File: config.mk
export PLATFORM = sky130hd
export DESIGN_NAME = dmm_top
export DESIGN_NICKNAME = d
export VERILOG_FILES = /design/src/dmm_pkg.sv /design/src/adc_mock.sv /design/src/dmm_top.sv /design/src/out_stage.sv /design/src/reg_bank.sv /design/src/seq_acquisition.sv /design/src/spi_router.sv
export SDC_FILE = /design/constraint.sdc
export NUM_CORES = 1
export LEC_CHECK = 0
export BUFFER_PORTS_ARGS = -buffer_cell sky130_fd_sc_hd__buf_2
export CAP_MARGIN = 0
export CORE_ASPECT_RATIO = 0.8
export CORE_MARGIN = 2
export CORE_UTILIZATION = 35
export DETAILED_ROUTE_END_ITERATION = 10
export PLACE_DENSITY_LB_ADDON = 0.3
export SLEW_MARGIN = 20
export SYNTH_ARGS = -nofsm -noshare
export SYNTH_HDL_FRONTEND = slang
export SYNTH_SLANG_ARGS = --single-unit
File: constraint.sdc
create_clock -name clk -period 2.25 [get_ports clk]
set_input_delay 0.225 -clock clk [delete_from_list [all_inputs] [get_ports clk]]
set_output_delay 0.225 -clock clk [all_outputs]
set_load 0.005 [all_outputs]
File: src/dmm_pkg.sv
/*
  dmm front-end shared definitions: register map, select codes,
  modes, sequencer states and the board control output bundle
*/
`default_nettype none

package dmm_pkg;

  ////////////////////
  // widths

  localparam int REG_W      = 32;    // spi register width
  localparam int CNT_W      = 24;    // precharge / aperture counters
  localparam int SEQ_N_W    = 3;
  localparam int SEQ_WORD_W = 6;

  localparam logic [7:0] STATUS_MAGIC = 8'hAA;   // status bits 7:0

  ////////////////////
  // encodings

  // select vector, one device on the shared bus at a time
  typedef enum logic [2:0] {
    CS_NONE       = 3'd0,
    CS_FPGA       = 3'd1,
    CS_4094       = 3'd2,
    CS_INVERT_DAC = 3'd3,
    CS_MDAC       = 3'd4
  } spi_cs_e;

  typedef enum logic [6:0] {
    REG_MODE      = 7'h01,
    REG_DIRECT    = 7'h02,
    REG_4094_OE   = 7'h03,
    REG_APERTURE  = 7'h04,
    REG_PRECHARGE = 7'h05,
    REG_SEQ_N     = 7'h06,
    REG_STATUS    = 7'h07,    // read only
    REG_SEQ_BASE  = 7'h10     // + slot index
  } reg_addr_e;

  // other values park all pins low
  typedef enum logic [2:0] {
    MODE_DIRECT   = 3'd0,
    MODE_SEQ_MOCK = 3'd6
  } mode_e;

  typedef enum logic [1:0] {
    SEQ_IDLE      = 2'd0,
    SEQ_PRECHARGE = 2'd1,
    SEQ_CONVERT   = 2'd2
  } seq_state_e;

  ////////////////////
  // bundles

  typedef struct packed {
    logic [1:0] pc_sw;    // 5:4
    logic [3:0] azmux;    // 3:0
  } seq_word_t;

  // board control pins, msb first. direct reg maps 1:1
  typedef struct packed {
    logic       spi_interrupt;     // 23
    logic       adc_cmpr_latch;    // 22
    logic       adc_sigmux;        // 21
    logic       adc_rstmux;        // 20
    logic [1:0] adc_refmux;        // 19:18
    logic [3:0] azmux;             // 17:14
    logic [1:0] pc_sw;             // 13:12
    logic [7:0] monitor;           // 11:4
    logic [3:0] leds;              // 3:0
  } out_bundle_t;

  typedef struct packed {
    logic sck_rise;    // one clk pulse per sck rising edge
    logic mosi;
    logic sel;         // fpga selected
  } spi_pins_t;

endpackage

`default_nettype wire

File: src/adc_mock.sv
/*
  mock adc, ends a conversion after the aperture count
*/
`timescale 1ns/1ns
`default_nettype none

module adc_mock (
  input  wire logic                      clk,
  input  wire logic                      rst_i,
  input  wire logic                      reset_n_i,
  input  wire logic [dmm_pkg::CNT_W-1:0] aperture_i,
  output logic                           measure_valid_o
);

  logic [dmm_pkg::CNT_W-1:0] cnt;
  logic                      done;    // one valid per release

  always_ff @(posedge clk) begin
    if (rst_i || !reset_n_i) begin
      cnt             <= '0;
      done            <= 1'b0;
      measure_valid_o <= 1'b0;
    end else begin
      measure_valid_o <= 1'b0;
      if (!done) begin
        if (cnt == aperture_i) begin
          measure_valid_o <= 1'b1;    // aperture + 1 clk after release
          done            <= 1'b1;
        end else begin
          cnt <= cnt + 1'b1;
        end
      end
    end
  end

endmodule

`default_nettype wire

File: src/dmm_top.sv
/*
  dmm front-end fpga core. spi routing, register bank,
  mock-adc sequencer and the registered control outputs
*/
`timescale 1ns/1ns
`default_nettype none

module dmm_top #(
  parameter int NUM_SEQ = 4
) (
  input  wire logic             clk,
  input  wire logic             rst_i,
  // spi
  input  wire logic             sck_i,
  input  wire logic             sdi_i,
  input  wire dmm_pkg::spi_cs_e spi_cs_vec_i,
  output logic                  sdo_o,
  output logic                  spi_glb_clk_o,
  output logic                  spi_glb_mosi_o,
  output logic                  spi_4094_strobe_o,
  output logic                  spi_4094_oe_o,
  output logic                  spi_invert_dac_ss_o,
  output logic                  spi_iso_cs_o,
  input  wire logic [3:0]       hw_flags_i,
  input  wire logic             sa_trig_i,
  // board control
  output logic [3:0]            leds_o,
  output logic [7:0]            monitor_o,
  output logic [1:0]            pc_sw_o,
  output logic [3:0]            azmux_o,
  output logic [1:0]            adc_refmux_o,
  output logic                  adc_rstmux_o,
  output logic                  adc_sigmux_o,
  output logic                  adc_cmpr_latch_o,
  output logic                  spi_interrupt_o
);

  dmm_pkg::spi_pins_t                  pins;
  dmm_pkg::mode_e                      mode;
  dmm_pkg::out_bundle_t                direct, seq_bundle, out_pins;
  logic [dmm_pkg::CNT_W-1:0]           aperture, precharge;
  logic [dmm_pkg::SEQ_N_W-1:0]         seq_n;
  dmm_pkg::seq_word_t [NUM_SEQ-1:0]    seq_words;
  logic [2:0]                          sample_idx_last;
  logic                                adc_reset_n, measure_valid;

  spi_router spi_router_i (
    .clk, .rst_i, .sck_i, .sdi_i, .spi_cs_vec_i,
    .spi_glb_clk_o, .spi_glb_mosi_o, .spi_4094_strobe_o,
    .spi_invert_dac_ss_o, .spi_iso_cs_o,
    .pins_o (pins)
  );

  reg_bank #(.NUM_SEQ(NUM_SEQ)) reg_bank_i (
    .clk, .rst_i, .pins_i (pins), .hw_flags_i,
    .sample_idx_last_i (sample_idx_last),
    .sdo_o, .mode_o (mode), .direct_o (direct), .oe_4094_o (spi_4094_oe_o),
    .aperture_o (aperture), .precharge_o (precharge),
    .seq_n_o (seq_n), .seq_words_o (seq_words)
  );

  seq_acquisition #(.NUM_SEQ(NUM_SEQ)) seq_acquisition_i (
    .clk, .rst_i, .trig_i (sa_trig_i), .measure_valid_i (measure_valid),
    .precharge_i (precharge), .seq_n_i (seq_n), .seq_words_i (seq_words),
    .adc_reset_n_o (adc_reset_n), .bundle_o (seq_bundle),
    .sample_idx_last_o (sample_idx_last)
  );

  adc_mock adc_mock_i (
    .clk, .rst_i, .reset_n_i (adc_reset_n), .aperture_i (aperture),
    .measure_valid_o (measure_valid)
  );

  out_stage out_stage_i (
    .clk, .rst_i, .mode_i (mode), .direct_i (direct), .seq_i (seq_bundle),
    .pins_o (out_pins)
  );

  // unpack onto the pins
  assign leds_o           = out_pins.leds;
  assign monitor_o        = out_pins.monitor;
  assign pc_sw_o          = out_pins.pc_sw;
  assign azmux_o          = out_pins.azmux;
  assign adc_refmux_o     = out_pins.adc_refmux;
  assign adc_rstmux_o     = out_pins.adc_rstmux;
  assign adc_sigmux_o     = out_pins.adc_sigmux;
  assign adc_cmpr_latch_o = out_pins.adc_cmpr_latch;
  assign spi_interrupt_o  = out_pins.spi_interrupt;

endmodule

`default_nettype wire

File: src/out_stage.sv
/*
  mode select for the board control pins, registered so the
  isolator inputs see clean edges
*/
`timescale 1ns/1ns
`default_nettype none

module out_stage (
  input  wire logic                 clk,
  input  wire logic                 rst_i,
  input  wire dmm_pkg::mode_e       mode_i,
  input  wire dmm_pkg::out_bundle_t direct_i,
  input  wire dmm_pkg::out_bundle_t seq_i,
  output dmm_pkg::out_bundle_t      pins_o
);

  dmm_pkg::out_bundle_t sel_bundle;

  // unknown modes drive everything low
  always_comb begin
    case (mode_i)
      dmm_pkg::MODE_DIRECT:   sel_bundle = direct_i;    // host drives every pin
      dmm_pkg::MODE_SEQ_MOCK: sel_bundle = seq_i;       // sequencer + mock adc
      default:                sel_bundle = '0;
    endcase
  end

  always_ff @(posedge clk) begin
    if (rst_i) begin
      pins_o <= '0;
    end else begin
      pins_o <= sel_bundle;
    end
  end

endmodule

`default_nettype wire

File: src/reg_bank.sv
/*
  spi register bank. 40 bit frames, cmd byte then 32 data bits,
  readback shifted out msb first, writes commit on deselect
*/
`timescale 1ns/1ns
`default_nettype none

module reg_bank #(
  parameter int NUM_SEQ = 4
) (
  input  wire logic                                      clk,
  input  wire logic                                      rst_i,
  input  wire dmm_pkg::spi_pins_t                        pins_i,
  input  wire logic [3:0]                                hw_flags_i,
  input  wire logic [2:0]                                sample_idx_last_i,
  output logic                                           sdo_o,
  output dmm_pkg::mode_e                                 mode_o,
  output dmm_pkg::out_bundle_t                           direct_o,
  output logic                                           oe_4094_o,
  output logic [dmm_pkg::CNT_W-1:0]                      aperture_o,
  output logic [dmm_pkg::CNT_W-1:0]                      precharge_o,
  output logic [dmm_pkg::SEQ_N_W-1:0]                    seq_n_o,
  output dmm_pkg::seq_word_t [NUM_SEQ-1:0]               seq_words_o
);

  logic [5:0]              bit_cnt;    // saturates, only 40 matters
  logic                    sel_q;
  logic                    sel_fall;
  logic [7:0]              cmd_sr;
  logic [7:0]              cmd_next;   // cmd including the bit arriving now
  logic [dmm_pkg::REG_W-1:0] data_sr;
  logic [dmm_pkg::REG_W-1:0] out_sr;
  logic [dmm_pkg::REG_W-1:0] rd_data;
  logic [6:0]              wr_addr;

  ////////////////////
  // frame shifter

  assign cmd_next = {cmd_sr[6:0], pins_i.mosi};
  assign sel_fall = sel_q & ~pins_i.sel;
  assign wr_addr  = cmd_sr[6:0];
  assign sdo_o    = pins_i.sel & out_sr[dmm_pkg::REG_W-1];    // quiet when not ours

  always_ff @(posedge clk) begin
    if (rst_i) begin
      bit_cnt <= '0;
      sel_q   <= 1'b0;
    end else begin
      sel_q <= pins_i.sel;
      if (!pins_i.sel) begin
        bit_cnt <= '0;
      end else if (pins_i.sck_rise && bit_cnt != 6'd63) begin
        bit_cnt <= bit_cnt + 6'd1;
      end
    end
  end

  // payload shifters
  always_ff @(posedge clk) begin
    if (!pins_i.sel) begin
      out_sr <= '0;
    end else if (pins_i.sck_rise) begin
      if (bit_cnt < 6'd8) begin
        cmd_sr <= cmd_next;
      end else begin
        data_sr <= {data_sr[dmm_pkg::REG_W-2:0], pins_i.mosi};
      end
      if (bit_cnt == 6'd7) begin
        out_sr <= rd_data;                       // first data bit ready before 9th edge
      end else if (bit_cnt >= 6'd8) begin
        out_sr <= {out_sr[dmm_pkg::REG_W-2:0], 1'b0};
      end
    end
  end

  ////////////////////
  // readback mux, addressed by the cmd byte as it completes

  always_comb begin
    rd_data = '0;
    case (cmd_next[6:0])
      dmm_pkg::REG_MODE:      rd_data[2:0] = mode_o;
      dmm_pkg::REG_DIRECT:    rd_data[23:0] = direct_o;
      dmm_pkg::REG_4094_OE:   rd_data[0] = oe_4094_o;
      dmm_pkg::REG_APERTURE:  rd_data[dmm_pkg::CNT_W-1:0] = aperture_o;
      dmm_pkg::REG_PRECHARGE: rd_data[dmm_pkg::CNT_W-1:0] = precharge_o;
      dmm_pkg::REG_SEQ_N:     rd_data[dmm_pkg::SEQ_N_W-1:0] = seq_n_o;
      dmm_pkg::REG_STATUS: begin
        rd_data[7:0]   = dmm_pkg::STATUS_MAGIC;
        rd_data[11:8]  = hw_flags_i;
        rd_data[18:16] = sample_idx_last_i;
        rd_data[22:20] = seq_n_o;
      end
      default: begin
        // seq slots, base + index
        if (cmd_next[6:0] >= dmm_pkg::REG_SEQ_BASE
            && cmd_next[6:0] < dmm_pkg::REG_SEQ_BASE + NUM_SEQ) begin
          rd_data[dmm_pkg::SEQ_WORD_W-1:0] = seq_words_o[cmd_next[2:0]];
        end
      end
    endcase
  end

  ////////////////////
  // register file, commit on clean 40 bit write frame

  always_ff @(posedge clk) begin
    if (rst_i) begin
      mode_o      <= dmm_pkg::MODE_DIRECT;
      direct_o    <= '0;
      oe_4094_o   <= 1'b0;    // 4094 outputs off at power up
      aperture_o  <= '0;
      precharge_o <= '0;
      seq_n_o     <= '0;
      seq_words_o <= '0;
    end else if (sel_fall && bit_cnt == 6'd40 && cmd_sr[7]) begin
      case (wr_addr)
        dmm_pkg::REG_MODE:      mode_o      <= dmm_pkg::mode_e'(data_sr[2:0]);
        dmm_pkg::REG_DIRECT:    direct_o    <= data_sr[23:0];
        dmm_pkg::REG_4094_OE:   oe_4094_o   <= data_sr[0];
        dmm_pkg::REG_APERTURE:  aperture_o  <= data_sr[dmm_pkg::CNT_W-1:0];
        dmm_pkg::REG_PRECHARGE: precharge_o <= data_sr[dmm_pkg::CNT_W-1:0];
        dmm_pkg::REG_SEQ_N:     seq_n_o     <= data_sr[dmm_pkg::SEQ_N_W-1:0];
        default: begin
          if (wr_addr >= dmm_pkg::REG_SEQ_BASE
              && wr_addr < dmm_pkg::REG_SEQ_BASE + NUM_SEQ) begin
            seq_words_o[wr_addr[2:0]] <= data_sr[dmm_pkg::SEQ_WORD_W-1:0];
          end
        end
      endcase
    end
  end

endmodule

`default_nettype wire

File: src/seq_acquisition.sv
/*
  sample acquisition sequencer. per slot, precharge wait
  then one conversion, stepping azmux/pc switch settings
*/
`timescale 1ns/1ns
`default_nettype none

module seq_acquisition #(
  parameter int NUM_SEQ = 4
) (
  input  wire logic                                clk,
  input  wire logic                                rst_i,
  input  wire logic                                trig_i,
  input  wire logic                                measure_valid_i,
  input  wire logic [dmm_pkg::CNT_W-1:0]           precharge_i,
  input  wire logic [dmm_pkg::SEQ_N_W-1:0]         seq_n_i,
  input  wire dmm_pkg::seq_word_t [NUM_SEQ-1:0]    seq_words_i,
  output logic                                     adc_reset_n_o,
  output dmm_pkg::out_bundle_t                     bundle_o,
  output logic [2:0]                               sample_idx_last_o
);

  dmm_pkg::seq_state_e        state;
  logic [2:0]                 idx;
  logic [2:0]                 last_idx;
  logic [dmm_pkg::CNT_W-1:0]  cnt;
  logic                       wrap;
  dmm_pkg::seq_word_t         cur_word;

  ////////////////////
  // slot stepping

  // seq_n of 0 behaves as 1
  assign last_idx = (seq_n_i == '0) ? 3'd0 : seq_n_i - 3'd1;
  // never step past the implemented slots
  assign wrap     = (idx == last_idx) || (idx == NUM_SEQ - 1);
  assign cur_word = seq_words_i[idx];

  always_ff @(posedge clk) begin
    if (rst_i) begin
      state             <= dmm_pkg::SEQ_IDLE;
      idx               <= '0;
      cnt               <= '0;
      adc_reset_n_o     <= 1'b0;
      sample_idx_last_o <= '0;
    end else if (!trig_i) begin
      state         <= dmm_pkg::SEQ_IDLE;    // trig low, back to slot 0
      idx           <= '0;
      cnt           <= '0;
      adc_reset_n_o <= 1'b0;
    end else begin
      case (state)
        dmm_pkg::SEQ_IDLE: begin
          state <= dmm_pkg::SEQ_PRECHARGE;
          cnt   <= '0;
        end
        dmm_pkg::SEQ_PRECHARGE: begin
          if (cnt == precharge_i) begin
            state         <= dmm_pkg::SEQ_CONVERT;
            adc_reset_n_o <= 1'b1;             // let the adc run
          end else begin
            cnt <= cnt + 1'b1;
          end
        end
        dmm_pkg::SEQ_CONVERT: begin
          if (measure_valid_i) begin
            sample_idx_last_o <= idx;
            adc_reset_n_o     <= 1'b0;
            idx               <= wrap ? 3'd0 : idx + 3'd1;
            cnt               <= '0;
            state             <= dmm_pkg::SEQ_PRECHARGE;
          end
        end
        default: state <= dmm_pkg::SEQ_IDLE;
      endcase
    end
  end

  ////////////////////
  // outputs toward the mode mux

  always_comb begin
    bundle_o         = '0;
    bundle_o.leds    = 4'b0001 << idx;        // one-hot slot
    bundle_o.monitor = {3'b000, idx, state};  // state in 1:0, idx in 4:2
    if (state != dmm_pkg::SEQ_IDLE) begin
      bundle_o.azmux = cur_word.azmux;
      bundle_o.pc_sw = cur_word.pc_sw;
    end
  end

endmodule

`default_nettype wire

File: src/spi_router.sv
/*
  spi select decode and shared bus parking, plus
  synchronizers that bring sck, sdi and the fpga select into clk
*/
`timescale 1ns/1ns
`default_nettype none

module spi_router (
  input  wire logic            clk,
  input  wire logic            rst_i,
  input  wire logic            sck_i,
  input  wire logic            sdi_i,
  input  wire dmm_pkg::spi_cs_e spi_cs_vec_i,
  output logic                 spi_glb_clk_o,
  output logic                 spi_glb_mosi_o,
  output logic                 spi_4094_strobe_o,
  output logic                 spi_invert_dac_ss_o,
  output logic                 spi_iso_cs_o,
  output dmm_pkg::spi_pins_t   pins_o
);

  logic fpga_sel;

  // two flop synchronizers, plus sck history for edge detect
  logic sck_meta, sck_sync, sck_prev;
  logic sdi_meta, sdi_sync;
  logic sel_meta, sel_sync;

  ////////////////////
  // select decode

  assign fpga_sel = (spi_cs_vec_i == dmm_pkg::CS_FPGA);

  assign spi_glb_clk_o  = fpga_sel ? 1'b1 : sck_i;    // park hi
  assign spi_glb_mosi_o = fpga_sel ? 1'b1 : sdi_i;    // park hi

  assign spi_4094_strobe_o   = (spi_cs_vec_i == dmm_pkg::CS_4094);          // active hi
  assign spi_invert_dac_ss_o = (spi_cs_vec_i != dmm_pkg::CS_INVERT_DAC);    // active lo
  assign spi_iso_cs_o        = (spi_cs_vec_i != dmm_pkg::CS_MDAC);          // active lo

  ////////////////////
  // sync into clk

  always_ff @(posedge clk) begin
    if (rst_i) begin
      sck_meta <= 1'b0;
      sck_sync <= 1'b0;
      sck_prev <= 1'b0;
      sdi_meta <= 1'b0;
      sdi_sync <= 1'b0;
      sel_meta <= 1'b0;
      sel_sync <= 1'b0;
      pins_o   <= '0;
    end else begin
      sck_meta <= sck_i;
      sck_sync <= sck_meta;
      sck_prev <= sck_sync;
      sdi_meta <= sdi_i;
      sdi_sync <= sdi_meta;
      sel_meta <= fpga_sel;
      sel_sync <= sel_meta;
      // registered edge, 3 clk after the pin
      pins_o.sck_rise <= sck_sync & ~sck_prev;
      pins_o.mosi     <= sdi_sync;    // held stable across the rise in mode 0
      pins_o.sel      <= sel_sync;
    end
  end

endmodule

`default_nettype wire

== After elaboration in Yosys (flattened, before gate mapping) ==
Index checks and enable logic that the tools add are counted.
Word-level totals
  register bits after elaboration: 267
  output and inout port bits: 31
  word-level logic and storage cells: 183
Cells by class
  add/subtract/negate cells: 5
  $lt $le $gt $ge: 10
  equality and inequality tests: 30
  shift-type cells: 1
  muxes and demuxes: 36
  bitwise logic cells: 10
  reduce and logical (&&, ||, !) cells: 37
Operators by type and width (number)
  $pmux W24 S3: 1
  $mux W32: 2
  $eq A7 B3 Y1 const B: 7
  $add A24 B1 Y24 const B: 2
  $eq A24 B24 Y1: 2
  $mux W24: 2
  $pmux W24 S2: 1
  $mux W6: 5
  $eq A7 B2 Y1 const B: 4
  $bmux W6 S2: 2
  $bwmux W24: 1
  $pmux W3 S4: 2
  $pmux W6 S4: 1
  $reduce_and A2 Y1: 10
  $reduce_and A3 Y1: 6
  $pmux W3 S5: 1
  $eq A7 B1 Y1 const B: 2
  $ge A7 B5 Y1 const B: 2
  $lt A7 B5 Y1 const B: 2
  $pmux W2 S7: 1
  $demux W6 S2: 1
  $pmux W4 S3: 1
  $lt A3 B3 Y1 const B: 3
  $not A1 Y1: 7
  other kinds (38): 61

== Depth between registers and ports, before layout ==
  depth after elaboration: 5
  mapped depth: 10
  mapped depth without buffers: 8

== Hierarchy ==
A second synthesis with hierarchy kept.
Second synthesis, totals
  cells, all modules: 1352
  area, all modules: 12670.9 µm²
By module, submodules not included
  reg_bank: instances 1, cells each 753, area each 7322.0 µm²
  seq_acquisition: instances 1, cells each 275, area each 2447.3 µm²
  adc_mock: instances 1, cells each 187, area each 1584.0 µm²
  out_stage: instances 1, cells each 110, area each 998.5 µm²
  spi_router: instances 1, cells each 27, area each 319.1 µm²

== Worst setup path after synthesis ==
Ideal clock, no wire load.
  path type: reg-to-reg
  start: reg reg_bank_i.cmd_sr[2]
  end: reg reg_bank_i.out_sr[6] in the netlist's numbering
  setup time: 0.070 ns
  arrival: 2.097 ns
  path slack: 0.083 ns
  cell stages (with the launch flop): 9
  clock period less this slack: 2.167 ns
  cells stage by stage: edfxtp_1 or4_4 buf_6 nor3_4 buf_6 a222oi_1 nor4_1 a21oi_1 a21oi_1
Between the ends
  longest elaborated chain between the ends: 3
Ends and longest elaborated chain
  start, declared: line reg_bank.sv:29  | logic [7:0] cmd_sr;
  start signal, assigned: line reg_bank.sv:64  | cmd_sr <= cmd_next;
  $eq A7 B3 Y1 or $eq A7 B2 Y1 (tied branches): line reg_bank.sv:81  | case (cmd_next[6:0])
  $pmux W6 S4 (*): line reg_bank.sv:81
  $mux W32 (*): line reg_bank.sv:68  | if (bit_cnt == 6'd7) begin
  end signal, assigned: line reg_bank.sv:69  | out_sr <= rd_data;
  end signal, assigned: line reg_bank.sv:71  | out_sr <= {out_sr[dmm_pkg::REG_W-2:0], 1'b0};
  end, declared: line reg_bank.sv:32  | logic [dmm_pkg::REG_W-1:0] out_sr;
Mark *: on every way between the ends. The rest lies on a longest branch, timed or not.
A chain may end at the register's enable or synchronous reset.

== Worst setup path in the final report ==
  start: reg adc_mock_i.cnt[15] in the netlist's numbering
  end: reg adc_mock_i.cnt[22] in the netlist's numbering
Between the ends
  longest elaborated chain between the ends: 3
Ends and longest elaborated chain
  start, declared: line adc_mock.sv:15  | logic [dmm_pkg::CNT_W-1:0] cnt;
  start signal, assigned: line adc_mock.sv:30  | cnt <= cnt + 1'b1;
  parallel branches: the longest is 3 deep, another holds $add A24 B1 Y24
Parallel ways; which one is timed is not known.

==> metrics <==
Place WS 54.4 ps; Worst Slack Setup Final 114 ps; Core Region 33500 µm²; Initial Util 35.3%; worst hold path class input port to flip-flop; Final GP Congestion 0.851; type of origin of the critical path flip-flop; total wire length 33700 µm; DR DRC count 0; power share of the combinational group 1.7%; worst-case vdd ir drop 639 µV; per-cell routed wire length 18.4 µm; kind of critical path flip-flop to flip-flop; crit path DAT 2620 ps; FILL cells 3282; met3 routed WL 2570 µm; Worst Max-Slew Pin Slew 688 ps; largest net degree at the start of global routing 128; Design Power 9.84 mW; design area 14000 µm²; worst-path fanout max 16; total gr overflow 0; Ant. Diodes 0; Sw Share 20.9%; clk slew on worst S/H paths 60 ps; Critical-path top delay cell or4b_2; HPWL Detailed 23800 µm; Clk pwr share 49.3%; EDFF count, synth 32; Final Hold Viols 0; Synth cell types 65; Die X 209 µm; vias 9898; Leak 4.89 nW; Ports 43; status completed; Total Die Area 35300 µm²; Slew headroom 53.8%; CTS Sinks 267; DR vias/cell 5.41; Max Fclk 468 MHz; first-pass detailed-route iteration total 6; CTS tree built; Multi-input gate area 5810 µm²; DR WL met2 14200 µm; yosys warns 0; RSZ-0062 raised after global routing true; Root Buffer clkbuf_16; row count 60; max-slew violation count 0; fraction of layout cells with a size suffix above 1 15.6%; global-route wire length before repair 52000 µm; worst clock skew 16.3 ps; power per cell area 705 nW/µm²; Max Cap Violations 0; minimum clock period after layout 2140 ps; WP data required 2730 ps; Initial DRC Count 1210; H-tree levels 1; Die Ht 168 µm; FF+latch count, synth 267; DRT met1 WL 16100 µm; sequential share of the synthesized area 47.9%; uppermost layer routed met4; NetSw 2.06 mW; postcts setup bufs 0; ys async rst share 0%; setup violators final 0; PortBufs 42; initial antenna violation count 1; slowest stage delay, CP 630 ps; internal power 7.78 mW; Synth Flop Type dfxtp_1; Crit. End Element flip-flop; gr usage total 18.7%; Synth Cell Area 11800 µm²; syn_nets 1328; nets 1395; Skew-Pair Late Insertion Delay 550 ps; Syn Area/Cell 9.06 µm²; Sequential Power Share 49.0%; Reg area 5670 µm²; critical-path cell list xor2_1, nor4_2, nand4_1, o21ai_1, buf_4, or4b_2, a21oi_1; fin crit share 95.0%; Detail Route Antenna Nets 0; cells after synthesis 1305; Synth-to-Final Area Change 18.0%; TritonCTS Buffers 28; vias in the first global route 9024; CTS Buffer Depth 3; DP Area 12900 µm²; post-layout util 41.7%
## power by group through the flow
stage | combinational (mW) | sequential [mW] | clock (mW)
2_1_floorplan | 0.0978 | 4.93 | 0
3_3_place_gp | 0.157 | 4.93 | 0
3_5_place_dp | 0.159 | 4.93 | 0
4_1_cts | 0.164 | 4.82 | 4.93
5_1_grt | 0.181 | 4.82 | 5.13
6_report | 0.167 | 4.82 | 4.84
## cell type report
cell class / instances / share of cell area (%)
inverters: 17 / 0.457
flip-flops and latches: 267 / 40.7
well taps: 434 / 3.89
clock buffers: 42 / 5.98
clock inverters: 10 / 0.951
repair buffers: 119 / 6.45
multi-input cells: 939 / 41.6
## registers in the layout, summed over array words and instances, names as in the netlist, 6 cells and up
register,cells
seq_acquisition_i.cnt,24
reg_bank_i.out_sr,32
reg_bank_i.precharge_o,24
reg_bank_i.cmd_sr,8
reg_bank_i.bit_cnt,6
reg_bank_i.seq_words_o,24
reg_bank_i.data_sr,24
out_stage_i.pins_o,24
reg_bank_i.direct_o,24
adc_mock_i.cnt,24
reg_bank_i.aperture_o,24
## worst max-delay path, delay by kind of cell, from the launching register on
kind                      cells  cell delay [ps]
DFF                           1              480
xor gates and xnor gates      1              210
buffers and inverters         1              190
and+or+nand+nor               3              940
AOI/OAI and AO/OA             2              250
## path summary, 6_finish.rpt
| check | end | depth (start not counted) | slack [ps] | from |
|---|---|---|---|---|
| max reg2reg | adc_mock_i.cnt[22]$_SDFFE_PP0P_ | 7 | 110 | adc_mock_i.cnt[15]$_SDFFE_PP0P_ |
| min reg2reg | spi_router_i.pins_o[2]$_SDFF_PP0_ | 1 | 380 | spi_router_i.sck_prev$_SDFF_PP0_ |
| max | adc_mock_i.cnt[22]$_SDFFE_PP0P_ | 7 | 110 | adc_mock_i.cnt[15]$_SDFFE_PP0P_ |
| min | adc_mock_i.cnt[16]$_SDFFE_PP0P_ | 4 | 130 | rst_i |
## placed cells by master (no fill, tap or decap), drive strengths merged, types with 3 or more instances in the layout
cell         instances
dfxtp              235
nand2              187
a21oi              162
buf                115
nor2               103
o21ai               50
xor2                43
clkbuf              42
nor2b               38
edfxtp              32
mux2i               30
or3                 25
xnor2               24
a22oi               24
nand3               22
nand4               20
and2                18
inv                 18
a222oi              17
a211oi              16
nor3                16
nor4                15
nand2b              12
mux4                12
mux2                11
ha                  11
or4                 11
o211ai              10
and3                 7
or2                  7
nor3b                6
clkinv               6
and4                 5
o31ai                5
dlygate4sd3          4
o21a                 3
o2111ai              3
bufinv               3
nand4b               3
## layer usage
layer / vias up / track usage [%]
met1: 4740 / 28.1
met5: - / 0
met3: 59 / 3.58
li1: 4791 / -
met4: 0 / 5.03
met2: 308 / 27.3
## cell usage after synthesis (6+ instances only)
library cell  number  share of area [%]
nand4_1           19                1.0
a22oi_1           24                1.5
a21oi_1          162                6.9
nand3_1           22               0.93
or2_2              7               0.37
mux2i_1           30                2.5
o21ai_0           48                2.0
clkbuf_1          56                1.8
and2_1            18               0.95
nor2_1           102                3.2
o211ai_1          10               0.63
nand2b_1          12               0.63
xnor2_1           24                1.8
xor2_1            43                3.2
nor3_1            11               0.47
or3_1             25                1.3
ha_1              11                1.2
a222oi_1          17                1.4
nor3b_1            6               0.38
mux2_2            11                1.0
edfxtp_1          32                8.1
inv_1             17               0.54
or4_1             10               0.63
nor4_1            14               0.74
and3_1             7               0.37
nor2b_1           38                2.0
a211oi_1          16                1.0
dfxtp_1          235                 40
mux4_2            12                2.3
buf_2             18               0.76
nand2_1          187                5.9
## logic make-up (layout without fill, tap and decap cells)
| logic type | count (synthesis) | after routing | synth area share, % |
|---|---|---|---|
| and+or+nand+nor | 501 | 501 | 21.0 |
| xor gates and xnor gates | 67 | 67 | 4.96 |
| buffers and inverters | 99 | 188 | 3.47 |
| DFF | 267 | 267 | 47.9 |
| AOI/OAI and AO/OA | 307 | 307 | 15.6 |
| muxes | 53 | 53 | 5.87 |
| adders and majority gates | 11 | 11 | 1.16 |
## what timing repair did
item                                    in CTS  in global routing
endpoints found under the setup margin       0                 94
hold endpoints to repair                     3                  0
resized for setup                            0                 19
hold buffers                                 4                  0
## per-stage QoR
step / TNS [ps] / hold WS [ps] / instances
after global routing: -77.3 / 143 / 1828
after floorplan: 0 / 353 / 1305
final: 0 / 128 / 1828
after detailed placement: 0 / 377 / 1772
after CTS: 0 / 124 / 1828
after global placement: 0 / 371 / 1772
(Power assumes the default switching activity.)
